**src/logic/gpio_pkg.sv**
```systemverilog
`default_nettype none

package gpio_pkg;

   // ------------------------------
   // sizes
   // ------------------------------
   localparam int unsigned gpio_num = 8;
   localparam int unsigned apb_dw   = 32;
   localparam int unsigned apb_aw   = 8;
   localparam int unsigned idx_w    = $clog2(gpio_num);

   // ------------------------------
   // address map
   // ------------------------------
   localparam logic [apb_aw-1:0] addr_intr  = 8'h80;
   localparam logic [apb_aw-1:0] addr_gpin  = 8'h90;
   localparam logic [apb_aw-1:0] addr_gpout = 8'hA0;
   // config bytes, one word per pin, start at 0
   localparam logic [apb_aw-1:0] cfg_span   = addr_intr;

   typedef logic [gpio_num-1:0] pin_vec_t;
   typedef logic [idx_w-1:0]    pin_idx_t;

   localparam pin_vec_t gpout_reset_val = 8'hA5;

   // codes 5 and 6 also mean no interrupt
   typedef enum logic [2:0] {
      level_high = 3'd0,
      level_low  = 3'd1,
      edge_pos   = 3'd2,
      edge_neg   = 3'd3,
      edge_both  = 3'd4,
      int_off    = 3'd7
   } int_type_t;

   typedef struct packed {
      int_type_t int_type;
      logic      spare;
      logic      int_en;
      logic      oe_en;
      logic      in_en;
      logic      out_en;
   } pin_cfg_t;

   // write word seen as a config byte
   typedef struct packed {
      logic [apb_dw-$bits(pin_cfg_t)-1:0] pad;
      pin_cfg_t                           pin;
   } cfg_word_t;

   // write word seen as one bit per pin
   typedef struct packed {
      logic [apb_dw-gpio_num-1:0] pad;
      pin_vec_t                   mask;
   } pins_word_t;

   typedef union packed {
      cfg_word_t  cfg;
      pins_word_t pins;
   } apb_wdata_u;

endpackage

`default_nettype wire
```
**src/logic/gpio_bus_if.sv**
```systemverilog
`timescale 1ns/1ps
`default_nettype none

interface gpio_bus_if;

   // strobes are single-cycle, valid in the APB access phase
   logic                   cfg_we;
   gpio_pkg::pin_idx_t     cfg_idx;
   logic                   intr_clr_we;
   logic                   gpout_we;
   gpio_pkg::apb_wdata_u   wdata;

   modport ctrl (
      output cfg_we,
      output cfg_idx,
      output intr_clr_we,
      output gpout_we,
      output wdata
   );

   modport regs (
      input cfg_we,
      input cfg_idx,
      input gpout_we,
      input wdata
   );

   modport irq (
      input intr_clr_we,
      input wdata
   );

endinterface

`default_nettype wire

```
**src/logic/gpio_top.sv**
```systemverilog
`timescale 1ns/1ps
`default_nettype none

module gpio_top (
   input  wire                           PCLK,
   input  wire                           aresetn,
   input  wire                           psel_i,
   input  wire                           penable_i,
   input  wire                           pwrite_i,
   input  wire  [gpio_pkg::apb_aw-1:0]   paddr_i,
   input  wire  [gpio_pkg::apb_dw-1:0]   pwdata_i,
   output logic [gpio_pkg::apb_dw-1:0]   prdata_o,
   output logic                          pready_o,
   output logic                          pslverr_o,
   input  gpio_pkg::pin_vec_t            gpio_in_i,
   output gpio_pkg::pin_vec_t            gpio_out_o,
   output gpio_pkg::pin_vec_t            gpio_oe_o,
   output gpio_pkg::pin_vec_t            int_o,
   output logic                          int_or_o
);

   gpio_pkg::pin_vec_t                          lvl;
   gpio_pkg::pin_vec_t                          rise;
   gpio_pkg::pin_vec_t                          fall;
   gpio_pkg::pin_cfg_t [gpio_pkg::gpio_num-1:0] cfg;
   gpio_pkg::pin_vec_t                          gpin_rd;
   gpio_pkg::pin_vec_t                          gpout;
   gpio_pkg::pin_vec_t                          intr_reg;

   // zero wait states, no error responses
   assign pready_o  = 1'b1;
   assign pslverr_o = 1'b0;

   gpio_bus_if u_bus ();

   // ------------------------------
   // APB decode and read mux
   // ------------------------------
   gpio_apb_ctrl u_ctrl (
      .PCLK      (PCLK),
      .aresetn   (aresetn),
      .psel_i    (psel_i),
      .penable_i (penable_i),
      .pwrite_i  (pwrite_i),
      .paddr_i   (paddr_i),
      .pwdata_i  (pwdata_i),
      .cfg_i     (cfg),
      .gpin_i    (gpin_rd),
      .gpout_i   (gpout),
      .intr_i    (intr_reg),
      .prdata_o  (prdata_o),
      .bus       (u_bus.ctrl)
   );

   gpio_in_sync u_sync (
      .PCLK      (PCLK),
      .aresetn   (aresetn),
      .gpio_in_i (gpio_in_i),
      .lvl_o     (lvl),
      .rise_o    (rise),
      .fall_o    (fall)
   );

   gpio_pin_regs u_regs (
      .PCLK       (PCLK),
      .aresetn    (aresetn),
      .lvl_i      (lvl),
      .bus        (u_bus.regs),
      .cfg_o      (cfg),
      .gpin_o     (gpin_rd),
      .gpout_o    (gpout),
      .gpio_out_o (gpio_out_o),
      .gpio_oe_o  (gpio_oe_o)
   );

   gpio_irq u_irq (
      .PCLK     (PCLK),
      .aresetn  (aresetn),
      .lvl_i    (lvl),
      .rise_i   (rise),
      .fall_i   (fall),
      .cfg_i    (cfg),
      .bus      (u_bus.irq),
      .int_o    (int_o),
      .int_or_o (int_or_o),
      .intr_o   (intr_reg)
   );

endmodule

`default_nettype wire

```
**src/logic/gpio_pin_regs.sv**
```systemverilog
`timescale 1ns/1ps
`default_nettype none

module gpio_pin_regs (
   input  wire                                       PCLK,
   input  wire                                       aresetn,
   input  gpio_pkg::pin_vec_t                        lvl_i,
   gpio_bus_if.regs                                  bus,
   output gpio_pkg::pin_cfg_t [gpio_pkg::gpio_num-1:0] cfg_o,
   output gpio_pkg::pin_vec_t                        gpin_o,
   output gpio_pkg::pin_vec_t                        gpout_o,
   output gpio_pkg::pin_vec_t                        gpio_out_o,
   output gpio_pkg::pin_vec_t                        gpio_oe_o
);

   gpio_pkg::pin_cfg_t [gpio_pkg::gpio_num-1:0] cfg_q;
   gpio_pkg::pin_vec_t                          gpout_q;
   gpio_pkg::pin_vec_t                          out_en;
   gpio_pkg::pin_vec_t                          oe_en;
   gpio_pkg::pin_vec_t                          in_en;

   // ------------------------------
   // configuration bytes
   // ------------------------------
   always_ff @(posedge PCLK or negedge aresetn)
   begin
      if (!aresetn)
         cfg_q <= '0;
      else if (bus.cfg_we)
         cfg_q[bus.cfg_idx] <= bus.wdata.cfg.pin;
   end

   // output data, comes up with the package reset pattern
   always_ff @(posedge PCLK or negedge aresetn)
   begin
      if (!aresetn)
         gpout_q <= gpio_pkg::gpout_reset_val;
      else if (bus.gpout_we)
         gpout_q <= bus.wdata.pins.mask;
   end

   // gather enable bits into per-pin vectors
   always_comb
   begin
      for (int i = 0; i < gpio_pkg::gpio_num; i++)
      begin
         out_en[i] = cfg_q[i].out_en;
         oe_en[i]  = cfg_q[i].oe_en;
         in_en[i]  = cfg_q[i].in_en;
      end
   end

   // ------------------------------
   // pin gating
   // ------------------------------
   assign gpio_out_o = gpout_q & out_en;
   // driver enable only for pins configured as outputs
   assign gpio_oe_o  = oe_en & out_en;
   assign gpin_o     = lvl_i & in_en;

   assign cfg_o   = cfg_q;
   assign gpout_o = gpout_q;

endmodule

`default_nettype wire

```
**src/logic/gpio_irq.sv**
```systemverilog
`timescale 1ns/1ps
`default_nettype none

module gpio_irq (
   input  wire                                      PCLK,
   input  wire                                      aresetn,
   input  gpio_pkg::pin_vec_t                       lvl_i,
   input  gpio_pkg::pin_vec_t                       rise_i,
   input  gpio_pkg::pin_vec_t                       fall_i,
   input  gpio_pkg::pin_cfg_t [gpio_pkg::gpio_num-1:0] cfg_i,
   gpio_bus_if.irq                                  bus,
   output gpio_pkg::pin_vec_t                       int_o,
   output logic                                     int_or_o,
   output gpio_pkg::pin_vec_t                       intr_o
);

   gpio_pkg::pin_vec_t int_en;
   gpio_pkg::pin_vec_t clr_mask;
   gpio_pkg::pin_vec_t pos_q;
   gpio_pkg::pin_vec_t neg_q;
   gpio_pkg::pin_vec_t both_q;
   gpio_pkg::pin_vec_t int_live;
   gpio_pkg::pin_vec_t intr_q;

   // set wins over a clear in the same cycle, int_en low holds the latch at 0
   function automatic gpio_pkg::pin_vec_t latch_next(
      input gpio_pkg::pin_vec_t q,
      input gpio_pkg::pin_vec_t set,
      input gpio_pkg::pin_vec_t clr,
      input gpio_pkg::pin_vec_t en
   );
      return en & (set | (q & ~clr));
   endfunction

   assign clr_mask = bus.intr_clr_we ? bus.wdata.pins.mask : '0;

   // ------------------------------
   // sticky edge latches
   // ------------------------------
   always_ff @(posedge PCLK or negedge aresetn)
   begin
      if (!aresetn)
      begin
         pos_q  <= '0;
         neg_q  <= '0;
         both_q <= '0;
      end
      else
      begin
         pos_q  <= latch_next(pos_q, rise_i, clr_mask, int_en);
         neg_q  <= latch_next(neg_q, fall_i, clr_mask, int_en);
         both_q <= latch_next(both_q, rise_i | fall_i, clr_mask, int_en);
      end
   end

   // ------------------------------
   // per-pin interrupt select
   // ------------------------------
   always_comb
   begin
      for (int i = 0; i < gpio_pkg::gpio_num; i++)
      begin
         int_en[i] = cfg_i[i].int_en;
         case (cfg_i[i].int_type)
            gpio_pkg::level_high: int_live[i] = lvl_i[i];
            gpio_pkg::level_low:  int_live[i] = ~lvl_i[i];
            gpio_pkg::edge_pos:   int_live[i] = pos_q[i];
            gpio_pkg::edge_neg:   int_live[i] = neg_q[i];
            gpio_pkg::edge_both:  int_live[i] = both_q[i];
            gpio_pkg::int_off:    int_live[i] = 1'b0;
            default:              int_live[i] = 1'b0;
         endcase
         int_live[i] = int_live[i] & cfg_i[i].int_en;
      end
   end

   assign int_o    = int_live;
   assign int_or_o = |int_live;

   // ------------------------------
   // interrupt register
   // ------------------------------
   // tracks live interrupts, a clear write masks the held value instead
   always_ff @(posedge PCLK or negedge aresetn)
   begin
      if (!aresetn)
         intr_q <= '0;
      else if (bus.intr_clr_we)
         intr_q <= intr_q & ~bus.wdata.pins.mask;
      else
         intr_q <= int_live;
   end

   assign intr_o = intr_q;

endmodule

`default_nettype wire

```
**src/logic/gpio_in_sync.sv**
```systemverilog
`timescale 1ns/1ps
`default_nettype none

module gpio_in_sync (
   input  wire                 PCLK,
   input  wire                 aresetn,
   input  gpio_pkg::pin_vec_t  gpio_in_i,
   output gpio_pkg::pin_vec_t  lvl_o,
   output gpio_pkg::pin_vec_t  rise_o,
   output gpio_pkg::pin_vec_t  fall_o
);

   gpio_pkg::pin_vec_t sync1_q;
   gpio_pkg::pin_vec_t sync2_q;
   gpio_pkg::pin_vec_t hist_q;

   // ------------------------------
   // two-flop synchronizer
   // ------------------------------
   always_ff @(posedge PCLK or negedge aresetn)
   begin
      if (!aresetn)
      begin
         sync1_q <= '0;
         sync2_q <= '0;
      end
      else
      begin
         sync1_q <= gpio_in_i;
         sync2_q <= sync1_q;
      end
   end

   // history stage, one cycle behind the synchronizer
   always_ff @(posedge PCLK or negedge aresetn)
   begin
      if (!aresetn)
         hist_q <= '0;
      else
         hist_q <= sync2_q;
   end

   assign lvl_o  = hist_q;
   // edge seen between sync output and history
   assign rise_o = sync2_q & ~hist_q;
   assign fall_o = ~sync2_q & hist_q;

endmodule

`default_nettype wire

```
**src/logic/gpio_apb_ctrl.sv**
```systemverilog
`timescale 1ns/1ps
`default_nettype none

module gpio_apb_ctrl (
   input  wire                                      PCLK,
   input  wire                                      aresetn,
   input  wire                                      psel_i,
   input  wire                                      penable_i,
   input  wire                                      pwrite_i,
   input  wire  [gpio_pkg::apb_aw-1:0]              paddr_i,
   input  wire  [gpio_pkg::apb_dw-1:0]              pwdata_i,
   input  gpio_pkg::pin_cfg_t [gpio_pkg::gpio_num-1:0] cfg_i,
   input  gpio_pkg::pin_vec_t                       gpin_i,
   input  gpio_pkg::pin_vec_t                       gpout_i,
   input  gpio_pkg::pin_vec_t                       intr_i,
   output logic [gpio_pkg::apb_dw-1:0]              prdata_o,
   gpio_bus_if.ctrl                                 bus
);

   logic                              setup_q;
   logic                              wr_acc;
   logic [gpio_pkg::apb_aw-3:0]       pin_sel;
   logic                              cfg_win;
   logic                              cfg_hit;
   gpio_pkg::pin_idx_t                pin_idx;
   logic [7:0]                        cfg_byte;

   // ------------------------------
   // access phase tracking
   // ------------------------------
   // an access phase always follows a setup phase, PREADY is always high
   always_ff @(posedge PCLK or negedge aresetn)
   begin
      if (!aresetn)
         setup_q <= 1'b0;
      else
         setup_q <= psel_i & ~penable_i;
   end

   assign wr_acc = psel_i & penable_i & pwrite_i & setup_q;

   // ------------------------------
   // address decode
   // ------------------------------
   assign pin_sel = paddr_i[gpio_pkg::apb_aw-1:2];
   assign pin_idx = paddr_i[2 +: gpio_pkg::idx_w];
   assign cfg_win = paddr_i < gpio_pkg::cfg_span;
   // word index past the last pin reads as zero and ignores writes
   assign cfg_hit = cfg_win && (pin_sel < (gpio_pkg::apb_aw-2)'(gpio_pkg::gpio_num));

   assign bus.cfg_we      = wr_acc & cfg_hit;
   assign bus.cfg_idx     = pin_idx;
   assign bus.intr_clr_we = wr_acc & (paddr_i == gpio_pkg::addr_intr);
   assign bus.gpout_we    = wr_acc & (paddr_i == gpio_pkg::addr_gpout);
   assign bus.wdata       = gpio_pkg::apb_wdata_u'(pwdata_i);

   // ------------------------------
   // read mux
   // ------------------------------
   assign cfg_byte = cfg_i[pin_idx];

   always_comb
   begin
      prdata_o = '0;
      if (cfg_win)
      begin
         if (cfg_hit)
            prdata_o = gpio_pkg::apb_dw'(cfg_byte);
      end
      else
      begin
         case (paddr_i)
            gpio_pkg::addr_intr:  prdata_o = gpio_pkg::apb_dw'(intr_i);
            gpio_pkg::addr_gpin:  prdata_o = gpio_pkg::apb_dw'(gpin_i);
            gpio_pkg::addr_gpout: prdata_o = gpio_pkg::apb_dw'(gpout_i);
            default:              prdata_o = '0;
         endcase
      end
   end

endmodule

`default_nettype wire

```
**config.mk**
```make
export PLATFORM = sky130hd
export DESIGN_NAME = gpio_top
export DESIGN_NICKNAME = d
export VERILOG_FILES = /design/src/logic/gpio_pkg.sv /design/src/logic/gpio_bus_if.sv /design/src/logic/gpio_top.sv /design/src/logic/gpio_pin_regs.sv /design/src/logic/gpio_irq.sv /design/src/logic/gpio_in_sync.sv /design/src/logic/gpio_apb_ctrl.sv
export SDC_FILE = /design/constraint.sdc
export NUM_CORES = 1
export LEC_CHECK = 0
export ABC_CLOCK_PERIOD_IN_PS = 5900
export BUFFER_PORTS_ARGS = -buffer_cell sky130_fd_sc_hd__buf_2
export CORE_ASPECT_RATIO = 0.6
export CORE_MARGIN = 2
export CORE_UTILIZATION = 31
export CTS_CLUSTER_DIAMETER = 30
export DETAILED_ROUTE_END_ITERATION = 7
export SLEW_MARGIN = 40
export SYNTH_ARGS = -nofsm -noshare
export SYNTH_HDL_FRONTEND = slang
export SYNTH_SLANG_ARGS = --single-unit
```
**constraint.sdc**
```tcl
create_clock -name PCLK -period 5.9 [get_ports PCLK]
set_input_delay 1.18 -clock PCLK [delete_from_list [all_inputs] [get_ports PCLK]]
set_output_delay 1.18 -clock PCLK [all_outputs]
set_load 0.1 [all_outputs]
```
# Yosys cells after proc, flatten, opt, wreduce, memory -nomap -nowiden
# Index checks and enable logic that the tools add are counted.
# W data, S select, Z words.
[totals]
register_bits = 129
latchBits = 0
ramBits = 0
mem_bits_ro = 0
out_inout_bits = 59
word_cells = 169
mem_count = 0
[op_classes]
n_addsub = 0
n_mul = 0
div_mod_pow = 0
magnitude_cmp = 4
eq_ne = 35
n_shift = 0
n_mux = 18
bitwise = 44
reduce_logical = 11
[op_table]
columns = ["operator", "count"]
rows = [
  ["$and A8 B8 Y8", 12],
  ["$bwmux W64", 1],
  ["$eq A3 B2 Y1 const B", 16],
  ["$mux W8", 5],
  ["$pmux W1 S5", 8],
  ["$mux W32", 1],
  ["$not A8 Y8", 4],
  ["$or A8 B8 Y8", 4],
  ["$bmux W8 S3", 1],
  ["$demux W8 S3", 1],
  ["$eq A3 B1 Y1 const B", 8],
  ["$eq A3 B3 Y1 const B", 8],
  ["$eq A8 B8 Y1 const B", 3],
  ["$logic_not A3 Y1", 8],
  ["$pmux W8 S3", 1],
  ["$and A1 B1 Y1", 15],
  ["$not A1 Y1", 9],
  ["$lt A8 B8 Y1 const B", 1],
  ["$reduce_or A8 Y1", 1],
  ["$lt A6 B4 Y1 const B", 1],
  ["$lt A3 B4 Y1 const B", 1],
  ["$ge A3 B1 Y1 const B", 1],
  ["$logic_and A1 B1 Y1", 2],
]

# Depth between registers and ports, before layout
[depth]
word_depth = 9
mapped_depth = 8
ltp_nobuf = 5

# Modules after synthesis
# A second synthesis with hierarchy kept.
[unflattened]
cells_unflattened = 550
area_unflattened_um2 = 6656.4
[by_module_without_submodules]
columns = ["mod", "instances", "cells_per_inst", "area_each_um2", "seq_area_each_um2"]
rows = [
  ["gpio_pin_regs", 1, 184, 2901.5, 1806.7],
  ["gpio_irq", 1, 173, 1697.9, 800.8],
  ["gpio_apb_ctrl", 1, 149, 1293.7, 25.0],
  ["gpio_in_sync", 1, 40, 740.7, 600.6],
  ["gpio_top", 1, 4, 22.5, 0.0],
]

# Least setup slack after synthesis
# OpenSTA, ideal clock, no wires.
[synth_timing]
kind = "reg-to-output"
from = "register u_regs.cfg_q (netlist bit u_regs.cfg_o[29])"
to = "output int_or_o"
arrival_ps = 4861
t_required_ps = 4720
slack_ps = -141
path_stages_with_launch = 6
path_buffers = 0
path_cell_list = "dfrtp_1 -> mux2i_1 -> and2_1 -> o41ai_1 -> nor4_1 -> nand2_1"
[synth_between]
elab_chain_cells = 4
elab_cells_between_ends = 8
cone_classes = "eq/ne (4); mux (1); bitwise (1); reduce/logical (2)"
[synth_lines]
columns = ["item", "line_no", "source"]
rows = [
  ["from (decl)", "gpio_pin_regs.sv:16", "gpio_pkg::pin_cfg_t [gpio_pkg::gpio_num-1:0] cfg_q;"],
  ["from (signal, indexed assignment)", "gpio_pin_regs.sv:30", "cfg_q[bus.cfg_idx] <= bus.wdata.cfg.pin;"],
  ["$eq A3 B3 Y1, or another cell as far along", "gpio_irq.sv:64", "case (cfg_i[i].int_type)"],
  ["$pmux W1 S5 (*)", "gpio_irq.sv:64", ""],
  ["$and A1 B1 Y1 (*)", "gpio_irq.sv:73", "int_live[i] = int_live[i] & cfg_i[i].int_en;"],
  ["via int_o[3]", "gpio_top.sv:18", "output gpio_pkg::pin_vec_t int_o,"],
  ["$reduce_or A8 Y1 (*)", "gpio_irq.sv:78", "assign int_or_o = |int_live;"],
  ["to (decl)", "gpio_top.sv:19", "output logic int_or_o"],
]
# Mark *: on every way through the listed nets, which the timed path passes. The rest lies on a longest branch.

# Worst setup path after layout
[layout_timing]
from = "input paddr_i[2] (netlist bit)"
to = "output prdata_o[6] (netlist bit)"
[layout_between]
elab_chain_cells = 4
elab_cells_between_ends = 11
cone_classes = "order compare (2); eq/ne (3); mux (5); reduce/logical (1)"
[layout_lines]
columns = ["item", "line_no", "source"]
rows = [
  ["from (decl)", "gpio_top.sv:10", "input wire [gpio_pkg::apb_aw-1:0] paddr_i,"],
  ["$lt A8 B8 Y1, or another cell as far along", "gpio_apb_ctrl.sv:47", "assign cfg_win = paddr_i < gpio_pkg::cfg_span;"],
  ["$logic_and A1 B1 Y1 or $mux W8 (tied branches)", "gpio_apb_ctrl.sv:49, gpio_apb_ctrl.sv:60", ""],
  ["$mux W8", "gpio_apb_ctrl.sv:67", "if (cfg_hit)"],
  ["$mux W32 (*)", "gpio_apb_ctrl.sv:65", "if (cfg_win)"],
  ["to (decl)", "gpio_top.sv:12", "output logic [gpio_pkg::apb_dw-1:0] prdata_o,"],
]
# Mark *: on every way between the ends. The rest lies on a longest branch, timed or not. The select of a mux whose other input is x is not followed.

==> results.py <==
metrics = {
    "status": {
        "status": "completed",
    },
    "die": {
        "core_area_sq_um": 20270,
        "std_cell_rows": 40,
        "die_y_um": 116.2,
        "start_util_pct": 32.07,
        "dieArea_sq_um": 22180,
        "fp.dieW_um": 190.9,
        "io_pins": 112,
    },
    "clocking": {
        "numCtsBuffers": 17,
        "clk_latency_ps": 430,
        "htreeDepth": 4,
        "post_cts_buffers": 0,
        "clkTransAtPathRegs_ps": 60,
        "cts_buffer_depth": 2,
        "cts_sinks": 129,
        "ctsHoldBuffers": 0,
        "post_cts_resized": 0,
        "cts_root_buffer": "clkbuf_16",
        "cts_tree": "yes",
    },
    "hold_path": {
        "min-delay-start": "u_sync.sync1_q[0]",
        "hold_path_class": "reg2reg",
        "min_to": "u_sync.sync2_q[0]",
        "holdPathStages": 0,
    },
    "detailed_routing": {
        "vias": 4724,
        "drt-initial-drc-count": 405,
        "drtPass1Iterations": 5,
        "route.detailed.drc": 0,
        "viasPerCell": 5.107,
        "antenna_left": 0,
        "routed_wl_mm": 18.02,
        "wl_per_cell_um": 19.49,
    },
    "worst_setup_path": {
        "critPathLaunchType": "primary input",
        "r2r_start": "u_ctrl.setup_q",
        "critical-path-max-stage-delay_ps": 500,
        "worstReg2RegEnd": "u_regs.cfg_o[38]",
        "critPathRequiredTime_ps": 4720,
        "rr_worst_depth": 5,
        "arrival_ps": 3520,
        "endpoint_kind": "primary output",
        "crit_slowest_cell": "nor2_1",
        "worstPathMaxFanout": 34,
        "crit_top_cell": "buf_2",
        "cp_num_buf_inv": 2,
        "ff2ff_setup_slack_ps": 3710,
        "path_cells": "buf_2 > nor4_1 > nand3_1 > nor2_1 > nand2_1 > o211ai_1 > buf_2",
        "path_delay_family": "simple AND/OR/NAND/NOR gates",
        "path_class": "in2out",
        "critPathLaunch": "paddr_i[2]",
    },
    "timing": {
        "finalCriticalPeriod_ps": 4699,
        "hold_viol_final": 0,
        "rsz0062_at_grt": "false",
        "slew_violations": 0,
        "slew_headroom_pct": 46.89,
        "setup_violations": 0,
        "finalCritPeriodShare_pct": 79.65,
        "finalSetupTns_ps": 0,
        "skew_ps": 12.06,
        "worst_pin_slew_ps": 789.9,
        "max_freq_mhz": 212.8,
    },
    "logic_synthesis": {
        "syn_inst": 584,
        "seq_area_frac_synth_pct": 49.74,
        "synthTopCellsByArea": "dfrtp_1 (48%), mux2_2 (15%), ha_1 (3.1%)",
        "synthDistinctLibCells": 49,
        "synth.top_cell.area_share_pct": 48.12,
        "ys_ff_latch": 129,
        "synthArstFlopShare_pct": 100.0,
        "syn_area_per_cell_sq_um": 11.13,
        "yosysWarnings": 0,
        "synthesis.area_sq_um": 6500,
        "synth_ff_type": "dfrtp_1",
        "synth_top_area_cell": "dfrtp_1",
        "synth_edf_count": 0,
    },
    "cells_and_area": {
        "final_common_cell": "dfrtp_1",
        "syn_to_final_growth_pct": 17.88,
        "nNetsFinal": 708,
        "n_antenna_cell": 0,
        "final_cell_mix": "dfrtp_1 (125), mux2_2 (86), buf_2 (59)",
        "fin_area_sq_um": 7662,
        "drive_gt1_share_pct": 30.98,
    },
    "power": {
        "clkPwrFrac_pct": 51.2,
        "swShare_pct": 26.06,
        "combPwrFrac_pct": 8.9,
        "ir_drop_mv": 0.2220,
        "pwr-share-seq_pct": 40.0,
        "power.density_nw_per_um2": 300.4,
        "internal_power_w": 0.001702,
        "power.leakage_nw": 3.664,
        "power.switching_w": 0.0005999,
    },
    "placement": {
        "gp_congestion": 0.8006,
        "dp_hpwl_mm": 12.42,
        "placed_cell_area_sq_um": 7000,
        "io_buffers": 61,
    },
    "global_routing": {
        "grt_start_max_net_pins": 93,
        "first_global_vias": 4567,
        "overflow": 0,
        "grt_usage_pct": 17.05,
        "antenna_found_initial": 0,
        "grt_pass1_wl_mm": 27.91,
    },
    "run": {
        "cap_violations": 0,
    },
}
==> layout make-up <==
cell class	count	area (sq um)
Sequential cell	129	3233
Clock buffer	19	442.9
Clock inverter	13	210.2
Inverter	49	183.9
Multi-Input combinational cell	379	2918
Timing Repair Buffer	63	332.8
Tap cell	273	341.6
Fill cell	2004	12610
==> routing by layer <==
metal | up-vias | wire length, um | global-route usage [%]
met5 | - | 0 | 0
met3 | 18 | 1267 | 4.447
met4 | 0 | 159 | 4.651
met2 | 155 | 7028 | 21.45
met1 | 2407 | 9569 | 27.64
li1 | 2144 | - | -
==> metrics by stage <==
stage          power [W]  hold slack (ps)  setup slack [ps]  std cells  util (%)
6_report        0.002302            345.5              1201        925     37.80
4_1_cts         0.002310            348.6              1244        925     37.76
5_1_grt         0.002369            355.7              1102        925     37.80
3_5_place_dp    0.001138            335.6              1251        893     34.54
3_3_place_gp    0.001136            332.9              1275        893     34.41
2_1_floorplan   0.001093            331.2             834.1        608         -
==> Yosys cell counts, types with 4 or more instances <==
| cell type | number |
|---|---|
| dfrtp_1 | 125 |
| o22ai_1 | 10 |
| buf_2 | 5 |
| o2111ai_1 | 4 |
| ha_1 | 16 |
| nand2b_1 | 13 |
| buf_4 | 26 |
| a21oi_1 | 18 |
| nand3_1 | 5 |
| clkbuf_1 | 16 |
| a31oi_1 | 25 |
| buf_1 | 4 |
| mux2_2 | 86 |
| inv_1 | 49 |
| mux2i_1 | 19 |
| o211ai_1 | 7 |
| o21ai_0 | 40 |
| nand2_1 | 21 |
| nor2_1 | 15 |
| nor3_1 | 7 |
| and2_1 | 17 |
| dfstp_2 | 4 |
| and3_1 | 5 |
==> cell families (layout without fill, tap and decap cells) <==
family          after synthesis  in the layout  synth area share (%)
other cells                   2             26                0.1155
simple gates                109            109                 9.548
compound gates              120            120                 11.28
mux                         108            108                 18.86
buf+inv                     100            144                 7.372
flops                       129            129                 49.74
fa+ha+maj                    16             16                 3.080
==> power by group through the flow <==
| stage | Clock (W) | Sequential (W) | Combinational, W |
|---|---|---|---|
| after CTS | 0.00119 | 0.000919 | 0.000204 |
| after global routing | 0.00123 | 0.000922 | 0.000220 |
| after detailed placement | 0 | 0.000935 | 0.000203 |
| final | 0.00118 | 0.000920 | 0.000204 |
| after global placement | 0 | 0.000935 | 0.000201 |
| after floorplan | 0 | 0.000928 | 0.000165 |
==> sequential cells by signal, summed over array words and instances (netlist names) <==
signal,count
u_regs.cfg_o,64
u_irq.both_q,8
u_irq.intr_o,8
u_irq.neg_q,8
u_irq.pos_q,8
u_regs.gpout_o,8
u_sync.lvl_o,8
u_sync.sync1_q,8
u_sync.sync2_q,8
u_ctrl.setup_q,1
==> worst max path at each step <==
stage	end	slack, ps	cells after the start
2_1_floorplan	int_or_o	830	4
4_1_cts	prdata_o[6]	1240	7
5_1_grt	prdata_o[6]	1100	7
3_5_place_dp	prdata_o[6]	1250	7
3_3_place_gp	prdata_o[6]	1280	7
6_report	prdata_o[6]	1200	7
No activity file was read; power rests on OpenSTA's default activity.
